===== config.mk =====
export PLATFORM = sky130hd
export DESIGN_NAME = rayCaster
export DESIGN_NICKNAME = d
export VERILOG_FILES = /design/src/rtl/rayTracePkg.sv /design/src/rtl/rcpIf.sv /design/src/rtl/mapRom.sv /design/src/rtl/rayCaster.sv /design/src/rtl/reciprocal.sv /design/src/rtl/wallTracer.sv
export SDC_FILE = /design/constraint.sdc
export NUM_CORES = 2
export LEC_CHECK = 0
export ABC_CLOCK_PERIOD_IN_PS = 13230
export BUFFER_PORTS_ARGS = -buffer_cell sky130_fd_sc_hd__buf_2
export CORE_ASPECT_RATIO = 2
export CORE_UTILIZATION = 66
export DETAILED_ROUTE_END_ITERATION = 10
export GPL_ROUTABILITY_DRIVEN = 0
export PLACE_DENSITY = 0.85
export SETUP_SLACK_MARGIN = 0.5
export SLEW_MARGIN = 20
export SYNTH_ARGS = -nofsm -noshare
export SYNTH_HDL_FRONTEND = slang
export SYNTH_SLANG_ARGS = --single-unit

===== constraint.sdc =====
create_clock -name clk -period 13.23 [get_ports clk]
set_clock_uncertainty 0.05 [all_clocks]
set_input_delay 0.6615 -clock clk [delete_from_list [all_inputs] [get_ports clk]]
set_output_delay 0.6615 -clock clk [all_outputs]
set_load 0.03 [all_outputs]

===== src/rtl/rayTracePkg.sv =====
package rayTracePkg;

  // Integer and fraction bit counts of the signed Q12.12 format
  localparam int qM = 12;
  localparam int qN = 12;

  // Signed Q12.12 value used for positions, vectors and step distances
  typedef logic signed [qM+qN-1:0] fixT;

  // Unsigned view of the same bits for the grid track distances
  // They can wrap past the signed range when a saturated step is added
  typedef logic [qM+qN-1:0] ufixT;

  // UQ7.9 wall distance taken from Q12.12 bits 6 down to -9
  typedef logic [15:0] vdistT;

  // Wall half-size in screen rows
  typedef logic [10:0] sizeT;

  // Source feeding the shared reciprocal unit
  typedef enum logic [1:0] {
    rcpRayDirX = 2'd0,
    rcpRayDirY = 2'd1,
    rcpVdist   = 2'd2
  } rcpSelT;

  // Per-row tracer states
  typedef enum logic [2:0] {
    sdxReq    = 3'd0,
    sdxWait   = 3'd1,
    sdyReq    = 3'd2,
    sdyWait   = 3'd3,
    tracePrep = 3'd4,
    traceStep = 3'd5,
    sizeReq   = 3'd6,
    traceDone = 3'd7
  } traceStateT;

  // The first row of a frame is deflected by this many camera planes
  localparam int rayRows = 272;

  // One quotient bit per divider iteration
  localparam int rcpIters = 24;

endpackage


===== src/rtl/rcpIf.sv =====
`timescale 1ns/10ps

// Request and response channel between the tracer and the shared reciprocal
interface rcpIf;

  // Request side, which transfers when reqValid and reqReady are both high
  logic             reqValid;
  logic             reqReady;
  rayTracePkg::fixT operand;

  // Response side is a single-cycle pulse with no back-pressure
  logic             rspValid;
  rayTracePkg::fixT result;
  logic             sat;

  // The tracer issues operands and always takes the response pulse
  modport requester (
    output reqValid,
    output operand,
    input  reqReady,
    input  rspValid,
    input  result,
    input  sat
  );

  // The divider accepts operands only while idle
  modport server (
    input  reqValid,
    input  operand,
    output reqReady,
    output rspValid,
    output result,
    output sat
  );

endinterface


===== src/rtl/mapRom.sv =====
`timescale 1ns/10ps

module mapRom #(
  parameter int mapWidthBits  = 4,
  parameter int mapHeightBits = 4
) (
  input  logic [mapWidthBits-1:0]  i_col,
  input  logic [mapHeightBits-1:0] i_row,
  output logic                     o_wall
);

  logic colEdge;
  logic rowEdge;
  logic pillar;

  // The first and last column are solid so a ray can never leave the map
  assign colEdge = (i_col == '0) || (i_col == '1);

  // Same closure along the top and bottom rows
  assign rowEdge = (i_row == '0) || (i_row == '1);

  // Interior pillars sit on a 4 by 4 lattice
  // A cell is a pillar when both its column and row are 2 modulo 4
  assign pillar = (i_col[1:0] == 2'd2) && (i_row[1:0] == 2'd2);

  // Any of the three conditions makes the cell a wall
  assign o_wall = colEdge || rowEdge || pillar;

endmodule


===== src/rtl/rayCaster.sv =====
`timescale 1ns/10ps

module rayCaster #(
  parameter int mapWidthBits  = 4,
  parameter int mapHeightBits = 4
) (
  input  logic              clk,
  input  logic              do_reset,
  input  logic              i_vsync,
  input  rayTracePkg::fixT  i_playerX,
  input  rayTracePkg::fixT  i_playerY,
  input  rayTracePkg::fixT  i_facingX,
  input  rayTracePkg::fixT  i_facingY,
  input  rayTracePkg::fixT  i_vplaneX,
  input  rayTracePkg::fixT  i_vplaneY,
  output logic              o_resultValid,
  input  logic              i_resultReady,
  output logic              o_side,
  output rayTracePkg::sizeT o_size
);

  logic [mapWidthBits-1:0]  mapCol;
  logic [mapHeightBits-1:0] mapRow;
  logic                     mapWall;

  // Channel to the one divider shared by all three reciprocals of a row
  rcpIf rcpBus ();

  reciprocal i_reciprocal (
    .clk      (clk),
    .do_reset (do_reset),
    .i_rcp    (rcpBus.server)
  );

  // Tile map answers within the same cycle
  mapRom #(
    .mapWidthBits  (mapWidthBits),
    .mapHeightBits (mapHeightBits)
  ) i_mapRom (
    .i_col  (mapCol),
    .i_row  (mapRow),
    .o_wall (mapWall)
  );

  wallTracer #(
    .mapWidthBits  (mapWidthBits),
    .mapHeightBits (mapHeightBits)
  ) i_wallTracer (
    .clk           (clk),
    .do_reset      (do_reset),
    .i_vsync       (i_vsync),
    .i_playerX     (i_playerX),
    .i_playerY     (i_playerY),
    .i_facingX     (i_facingX),
    .i_facingY     (i_facingY),
    .i_vplaneX     (i_vplaneX),
    .i_vplaneY     (i_vplaneY),
    .o_mapCol      (mapCol),
    .o_mapRow      (mapRow),
    .i_mapWall     (mapWall),
    .i_rcp         (rcpBus.requester),
    .o_resultValid (o_resultValid),
    .i_resultReady (i_resultReady),
    .o_side        (o_side),
    .o_size        (o_size)
  );

endmodule


===== src/rtl/reciprocal.sv =====
`timescale 1ns/10ps

module reciprocal (
  input  logic clk,
  input  logic do_reset,
  rcpIf.server i_rcp
);

  localparam int fixBits = rayTracePkg::qM + rayTracePkg::qN;
  localparam int cntBits = $clog2(rayTracePkg::rcpIters);
  localparam logic [cntBits-1:0] lastIter = cntBits'(rayTracePkg::rcpIters - 1);

  // Largest positive Q12.12 raw value, returned whenever the quotient overflows
  localparam rayTracePkg::fixT satValue = {1'b0, {(fixBits-1){1'b1}}};

  // Divisors of two or less give 2^24/d of at least 2^23, which does not fit
  // This also covers the divide by zero case
  localparam rayTracePkg::ufixT satLimit = rayTracePkg::ufixT'(2);

  logic                busy;
  logic [cntBits-1:0]  iterCnt;
  logic                rspValid;
  rayTracePkg::fixT    result;
  logic                satOut;

  rayTracePkg::ufixT   opAbs;
  rayTracePkg::ufixT   divisor;
  logic                satPend;
  logic [fixBits:0]    rem;
  rayTracePkg::ufixT   quot;

  logic [fixBits:0]    remShift;
  logic                takeBit;
  logic [fixBits:0]    remNext;
  rayTracePkg::ufixT   quotNext;

  // Magnitude of the operand, where -2^23 maps cleanly onto 2^23
  assign opAbs = i_rcp.operand[fixBits-1] ? rayTracePkg::ufixT'(-i_rcp.operand)
                                          : rayTracePkg::ufixT'(i_rcp.operand);

  // One restoring step brings down a zero dividend bit and tries the subtract
  assign remShift = {rem[fixBits-1:0], 1'b0};
  assign takeBit  = remShift >= {1'b0, divisor};
  assign remNext  = takeBit ? remShift - {1'b0, divisor} : remShift;
  assign quotNext = {quot[fixBits-2:0], takeBit};

  // The divider only takes new work while idle
  assign i_rcp.reqReady = ~busy;
  assign i_rcp.rspValid = rspValid;
  assign i_rcp.result   = result;
  assign i_rcp.sat      = satOut;

  // Busy runs from the request transfer through the response pulse
  always_ff @(posedge clk) begin
    if (do_reset) begin
      busy     <= 1'b0;
      iterCnt  <= '0;
      rspValid <= 1'b0;
    end else begin
      rspValid <= 1'b0;
      if (!busy) begin
        if (i_rcp.reqValid) begin
          busy    <= 1'b1;
          iterCnt <= '0;
        end
      end else if (rspValid) begin
        // Ready comes back on the cycle after the pulse
        busy <= 1'b0;
      end else if (iterCnt == lastIter) begin
        rspValid <= 1'b1;
      end else begin
        iterCnt <= iterCnt + 1'b1;
      end
    end
  end

  // Datapath for the shift and subtract loop
  always_ff @(posedge clk) begin
    if (!busy && i_rcp.reqValid) begin
      divisor <= opAbs;
      satPend <= opAbs <= satLimit;
      // The leading 1 of the 2^24 dividend is already brought down
      // Its quotient bit is 0 for every divisor that does not saturate
      rem     <= {{fixBits{1'b0}}, 1'b1};
      quot    <= '0;
    end else if (busy && !rspValid) begin
      rem  <= remNext;
      quot <= quotNext;
    end
    // The last iteration writes the final quotient straight into the result
    if (busy && !rspValid && iterCnt == lastIter) begin
      result <= satPend ? satValue : rayTracePkg::fixT'(quotNext);
      satOut <= satPend;
    end
  end

endmodule


===== src/rtl/wallTracer.sv =====
`timescale 1ns/10ps

module wallTracer #(
  parameter int mapWidthBits  = 4,
  parameter int mapHeightBits = 4
) (
  input  logic                     clk,
  input  logic                     do_reset,
  input  logic                     i_vsync,
  input  rayTracePkg::fixT         i_playerX,
  input  rayTracePkg::fixT         i_playerY,
  input  rayTracePkg::fixT         i_facingX,
  input  rayTracePkg::fixT         i_facingY,
  input  rayTracePkg::fixT         i_vplaneX,
  input  rayTracePkg::fixT         i_vplaneY,
  output logic [mapWidthBits-1:0]  o_mapCol,
  output logic [mapHeightBits-1:0] o_mapRow,
  input  logic                     i_mapWall,
  rcpIf.requester                  i_rcp,
  output logic                     o_resultValid,
  input  logic                     i_resultReady,
  output logic                     o_side,
  output rayTracePkg::sizeT        o_size
);

  localparam int fixBits = rayTracePkg::qM + rayTracePkg::qN;

  // Q12.12 value of 1.0
  localparam rayTracePkg::fixT oneFix = rayTracePkg::fixT'(1 << rayTracePkg::qN);

  rayTracePkg::traceStateT state;
  rayTracePkg::rcpSelT     rcpSel;
  logic                    frameRestart;

  // Deflection accumulators hold a whole camera plane per row
  rayTracePkg::fixT        rayAddX;
  rayTracePkg::fixT        rayAddY;
  rayTracePkg::fixT        rayDirX;
  rayTracePkg::fixT        rayDirY;
  logic                    rayPosX;
  logic                    rayPosY;

  rayTracePkg::fixT        fracExtX;
  rayTracePkg::fixT        fracExtY;
  rayTracePkg::fixT        partialX;
  rayTracePkg::fixT        partialY;
  logic signed [2*fixBits-1:0] trackInitX;
  logic signed [2*fixBits-1:0] trackInitY;

  rayTracePkg::fixT        stepDistX;
  rayTracePkg::fixT        stepDistY;
  rayTracePkg::ufixT       trackDistX;
  rayTracePkg::ufixT       trackDistY;
  rayTracePkg::ufixT       wallDist;
  rayTracePkg::vdistT      vdist;
  logic                    needStepX;

  logic [mapWidthBits-1:0]  mapX;
  logic [mapHeightBits-1:0] mapY;
  logic                     side;

  logic                    reqValid;
  rayTracePkg::fixT        rcpOperand;
  logic                    rcpFire;

  // Vsync holds the tracer at the start of a frame just like reset
  assign frameRestart = do_reset || i_vsync;

  // The accumulators count whole planes, so scaling by 1/256 sets the field of view
  assign rayDirX = i_facingX + (rayAddX >>> 8);
  assign rayDirY = i_facingY + (rayAddY >>> 8);

  // Positive components walk toward higher cells
  assign rayPosX = rayDirX > 0;
  assign rayPosY = rayDirY > 0;

  // Fractional player position inside its cell
  assign fracExtX = {{rayTracePkg::qM{1'b0}}, i_playerX[rayTracePkg::qN-1:0]};
  assign fracExtY = {{rayTracePkg::qM{1'b0}}, i_playerY[rayTracePkg::qN-1:0]};

  // Part of a cell the ray crosses before it meets the first grid line
  // A zero fraction on a positive ray gives a full cell
  assign partialX = rayPosX ? oneFix - fracExtX : fracExtX;
  assign partialY = rayPosY ? oneFix - fracExtY : fracExtY;

  // The middle of the double-width product is the Q12.12 track start
  assign trackInitX = stepDistX * partialX;
  assign trackInitY = stepDistY * partialY;

  // Both trackers are unsigned so a wrapped saturated value still compares as far
  assign needStepX = trackDistX < trackDistY;

  // UQ7.9 slice of the hit distance
  assign vdist = wallDist[rayTracePkg::qN+6:rayTracePkg::qN-9];

  // The cell under test goes straight to the map and the wall flag returns in the same cycle
  assign o_mapCol = mapX;
  assign o_mapRow = mapY;

  // Pick what the shared divider works on
  always_comb begin
    case (rcpSel)
      rayTracePkg::rcpRayDirY: rcpOperand = rayDirY;
      rayTracePkg::rcpVdist:   rcpOperand = {5'b0, vdist, 3'b0};
      default:                 rcpOperand = rayDirX;
    endcase
  end

  assign rcpFire          = reqValid && i_rcp.reqReady;
  assign i_rcp.reqValid   = reqValid;
  assign i_rcp.operand    = rcpOperand;

  // Request states raise reqValid only after seeing reqReady, so a divider
  // still finishing an aborted operation is never offered a new one
  always_ff @(posedge clk) begin
    if (frameRestart) begin
      state         <= rayTracePkg::sdxReq;
      rcpSel        <= rayTracePkg::rcpRayDirX;
      reqValid      <= 1'b0;
      o_resultValid <= 1'b0;
      o_side        <= 1'b0;
      o_size        <= '0;
      side          <= 1'b0;
      // Top row starts at minus 272 camera planes
      rayAddX       <= rayTracePkg::fixT'(-(i_vplaneX * rayTracePkg::rayRows));
      rayAddY       <= rayTracePkg::fixT'(-(i_vplaneY * rayTracePkg::rayRows));
    end else begin
      case (state)
        // Step distance along X is the reciprocal of rayDirX
        rayTracePkg::sdxReq: begin
          if (rcpFire) begin
            reqValid <= 1'b0;
            state    <= rayTracePkg::sdxWait;
          end else if (i_rcp.reqReady) begin
            reqValid <= 1'b1;
          end
        end
        rayTracePkg::sdxWait: begin
          if (i_rcp.rspValid) begin
            stepDistX <= i_rcp.result;
            rcpSel    <= rayTracePkg::rcpRayDirY;
            state     <= rayTracePkg::sdyReq;
          end
        end

        // Step distance along Y follows the same round trip
        rayTracePkg::sdyReq: begin
          if (rcpFire) begin
            reqValid <= 1'b0;
            state    <= rayTracePkg::sdyWait;
          end else if (i_rcp.reqReady) begin
            reqValid <= 1'b1;
          end
        end
        rayTracePkg::sdyWait: begin
          if (i_rcp.rspValid) begin
            stepDistY <= i_rcp.result;
            state     <= rayTracePkg::tracePrep;
          end
        end

        // Start the walk in the player's own cell
        rayTracePkg::tracePrep: begin
          mapX       <= i_playerX[rayTracePkg::qN +: mapWidthBits];
          mapY       <= i_playerY[rayTracePkg::qN +: mapHeightBits];
          trackDistX <= trackInitX[rayTracePkg::qN +: fixBits];
          trackDistY <= trackInitY[rayTracePkg::qN +: fixBits];
          state      <= rayTracePkg::traceStep;
        end

        // One grid line per cycle until the map reports a wall
        rayTracePkg::traceStep: begin
          if (!i_mapWall) begin
            if (needStepX) begin
              mapX       <= rayPosX ? mapX + 1'b1 : mapX - 1'b1;
              trackDistX <= trackDistX + rayTracePkg::ufixT'(stepDistX);
              wallDist   <= trackDistX;
              side       <= 1'b0;
            end else begin
              mapY       <= rayPosY ? mapY + 1'b1 : mapY - 1'b1;
              trackDistY <= trackDistY + rayTracePkg::ufixT'(stepDistY);
              wallDist   <= trackDistY;
              side       <= 1'b1;
            end
          end else begin
            rcpSel <= rayTracePkg::rcpVdist;
            state  <= rayTracePkg::sizeReq;
          end
        end

        // Wall half-size is the reciprocal of the hit distance
        // This state covers both the request and the wait for its response
        rayTracePkg::sizeReq: begin
          if (i_rcp.rspValid) begin
            // Very near walls clamp to the full height
            o_size        <= i_rcp.sat ? '1
                                       : i_rcp.result[rayTracePkg::qN+2:rayTracePkg::qN-8];
            o_side        <= side;
            o_resultValid <= 1'b1;
            state         <= rayTracePkg::traceDone;
          end else if (rcpFire) begin
            reqValid <= 1'b0;
          end else if (i_rcp.reqReady) begin
            reqValid <= 1'b1;
          end
        end

        // Hold the result until it is taken and then move to the next row
        rayTracePkg::traceDone: begin
          if (i_resultReady) begin
            o_resultValid <= 1'b0;
            rayAddX       <= rayAddX + i_vplaneX;
            rayAddY       <= rayAddY + i_vplaneY;
            rcpSel        <= rayTracePkg::rcpRayDirX;
            state         <= rayTracePkg::sdxReq;
          end
        end
      endcase
    end
  end

endmodule


==> flow_summary_export.csv <==
group,metric,value,unit
final_layout,final_nets,6354,
logic_synthesis,synth_top_flop_cell,"edfxtp_1",
routing,drc,0,
final_layout,area_growth,6.018,%
grt,grt_pass1_vias,40622,
critical_path,startpoint_type,"register",
grt,track_usage,0.3693,
logic_synthesis,synth_edf_count,218,
routing,drt_iter0_markers,2422,
critical_path,max_stage_delay,0.60,ns
logic_synthesis,synth_area,46130,µm²
placed_design,dp_hpwl,101600,µm
routing,detail_route.first_pass.iterations,7,
run_status,status,"finished clean",
critical_path,cp-startpoint,"i_wallTracer.rayAddY[8]",
clock_network,cts-root-buf,"clkbuf_16",
routing,routed_wl,127200,µm
timing,finalSetupViolations,0,
timing,final.setup.tns,0,ns
timing,finalHoldViolCount,0,
critical_path,slowest_stage,"a2111oi_1",
critical_path,worstSetupEndpointType,"register",
critical_path,r2r_end,"i_wallTracer.trackDistY[20]",
clock_network,cts_resized,0,
timing,relSlewSlack,0.1162,
critical_path,cp_data_arrival_time,12.28,ns
grt,grt_pass1_wl,203000,µm
timing,rsz0062_at_grt,"no",
min_path,hold_end,"i_wallTracer.o_mapCol[0]",
routing,routed_via_density,6.180,
logic_synthesis,synth_top_cell_area_share,0.2426,
critical_path,critPathKind,"register to register",
logic_synthesis,synth.distinct_cells,86,
critical_path,crit_top_cell,"fa_1",
grt,grt_max_degree,53,
clock_network,cts_buffers,29,
min_path,hp-class,"input port to register",
timing,min_period,12.03,ns
floorplan,dieArea,71030,µm²
floorplan,core-area,68920,µm²
clock_network,cts_hold_buf,0,
clock_network,h-tree-depth,1,
timing,slew_viol_final,0,
critical_path,worstPathMaxFanout,24,
timing,fmax,83.16,MHz
flow_run,drv_cap,0,
min_path,min_path_cells,3,
critical_path,r2r-start,"i_wallTracer.rayAddY[8]",
logic_synthesis,avgSynthCellArea,9.155,µm²
routing,antenna_left,0,
final_layout,nFillCells,5037,
routing,wl_per_cell,21.12,µm
clock_network,clock_latency,0.60,ns
clock_network,cts.clk_slew.worst_paths,0.08,ns
critical_path,rrSetupSlack,1.20,ns
logic_synthesis,synth_seq_cells,292,
floorplan,die_w,189.0,µm
timing,fin_crit_sh,0.9090,
timing,tightest_slew,1.316,ns
floorplan,io_pins,161,
routing,vias,37232,
clock_network,cts_buffer_depth,3,
final_layout,layout-drive-gt1-share,0.06931,
clock_network,post_cts_buffers,0,
critical_path,worst-endpoint-required,13.49,ns
floorplan,num_rows,136,
grt,overflow,0,
min_path,hp-start,"i_playerX[12]",
logic_synthesis,syn_inst,5039,
clock_network,cts.sinks,292,
clock_network,cts_tree,"done",
floorplan,die_h,375.9,µm
logic_synthesis,synth_warnings,0,
floorplan,initial_core_util,0.6694,
logic_synthesis,yosys.area.top_type,"fa_1",
logic_synthesis,syn_nets,6294,
critical_path,worst-r2r-cell-count,40,
placed_design,io_buffers,144,
logic_synthesis,synthTopCellsByArea,"fa_1 24%, ha_1 15%, edfxtp_1 14%, inv_1 7.0%, nor2b_1 5.0%",
grt,antenna_found_initial,7,
logic_synthesis,ys_seq_area_frac,0.1740,
logic_synthesis,async_flop_share,0,
==> flip-flops by register name (all words and copies together), names as in the netlist, 23 cells and up <==
| name | cells |
|---|---|
| i_reciprocal.quot | 23 |
| i_wallTracer.stepDistY | 24 |
| i_wallTracer.stepDistX | 24 |
| i_wallTracer.trackDistY | 24 |
| i_reciprocal.divisor | 24 |
| i_wallTracer.rayAddX | 24 |
| i_reciprocal.i_rcp.result | 24 |
| i_reciprocal.rem | 24 |
| i_wallTracer.trackDistX | 24 |
| i_wallTracer.rayAddY | 24 |
==> metrics by stage <==
stage,std cells,hold slack [ns],setup WS (ns),cell area (µm²),util
2_1_floorplan,5039,0.3715,2.472,46130,-
3_3_place_gp,5965,0.3865,0.9410,47940,0.6956
3_5_place_dp,5965,0.3966,0.7321,47940,0.6956
4_1_cts,6019,0.2803,0.9545,48870,0.7091
5_1_grt,6020,0.3162,0.5035,48900,0.7095
6_report,6025,0.2981,1.204,48910,0.7097
==> area by class of cell <==
cell class                 instances  area (µm²)  area share
sequential                       292        8028      0.1641
clock buffer                      35       779.5     0.01594
tap                              897        1122     0.02295
multi-input combinational       3706       34390      0.7031
timing repair buffer             202        1169     0.02389
antenna                            6       15.01   0.0003070
inverter                         868        3258     0.06661
clock inverter                    19       152.6    0.003121
==> worst max path at each step <==
stage | end | slack [ns] | cells after the start
2_1_floorplan | i_wallTracer.trackDistX[21] | 2.47 | 41
3_3_place_gp | i_wallTracer.trackDistY[21] | 0.94 | 38
3_5_place_dp | i_wallTracer.trackDistY[21] | 0.73 | 38
4_1_cts | i_wallTracer.trackDistY[21] | 0.95 | 37
5_1_grt | i_wallTracer.trackDistY[21] | 0.50 | 39
6_report | i_wallTracer.trackDistY[20] | 1.20 | 40
==> cell usage in the layout, fill, tap and decap left out, types with 33 or more instances in the layout <==
cell,count
a21o_1,74
nor2b_1,365
a21oi_1,226
and2_1,171
or3_1,33
fa_1,559
nor3_1,64
edfxtp_1,218
mux2i_1,33
nor2_1,242
nand2b_1,96
or2_2,35
buf_4,57
nand2_1,235
nand3_1,72
buf_2,144
inv_1,865
o31ai_1,35
xor2_1,89
o21ai_0,181
a211oi_1,41
dfxtp_1,74
xnor2_1,184
ha_1,548
==> critical path, delay by kind of cell (launching register included) <==
kind,cells,cell delay [ns]
DFF,1,0.48
buffers and inverters,6,0.99
and+or+nand+nor,7,1.14
AOI/OAI and AO/OA,15,4.60
xor gates and xnor gates,2,0.33
adders and majority gates,10,4.12
==> cells in the mapped netlist (all sizes together), types with 72 or more instances <==
cell type  instances
a21oi            229
nor2             245
nand3             72
nor2b            366
nand2b            96
xor2              94
o21ai            187
clkbuf           171
xnor2            195
a21o              74
inv              866
nand2            237
dfxtp             74
and2             173
fa               559
ha               548
edfxtp           218
==> cell families (layout without fill, tap and decap cells) <==
| kind of cell | Yosys count | after routing | synth area share |
|---|---|---|---|
| XOR/XNOR | 290 | 290 | 0.05535 |
| buffers and inverters | 1041 | 1124 | 0.08473 |
| AND/OR/NAND/NOR | 1425 | 1425 | 0.1649 |
| other | 0 | 6 | 0 |
| multiplexers | 53 | 53 | 0.01204 |
| adder cells (fa/ha/maj) | 1107 | 1107 | 0.3912 |
| flip-flops | 292 | 292 | 0.1740 |
| AO/OA/AOI/OAI | 831 | 831 | 0.1177 |
==> metal layers <==
metal	vias to the layer above	global-route usage	share of wire	wire length (µm)
met5	-	0	0.000071	9
met4	2	0.3209	0.10	12680
met3	761	0.06072	0.071	9084
met2	1660	0.6752	0.52	66530
met1	18155	0.3536	0.31	38940
li1	16654	-	-	-
Power is left out: the tool's default activity adds up to more than one toggle a clock period on the data nets, which glitch-free logic cannot reach.
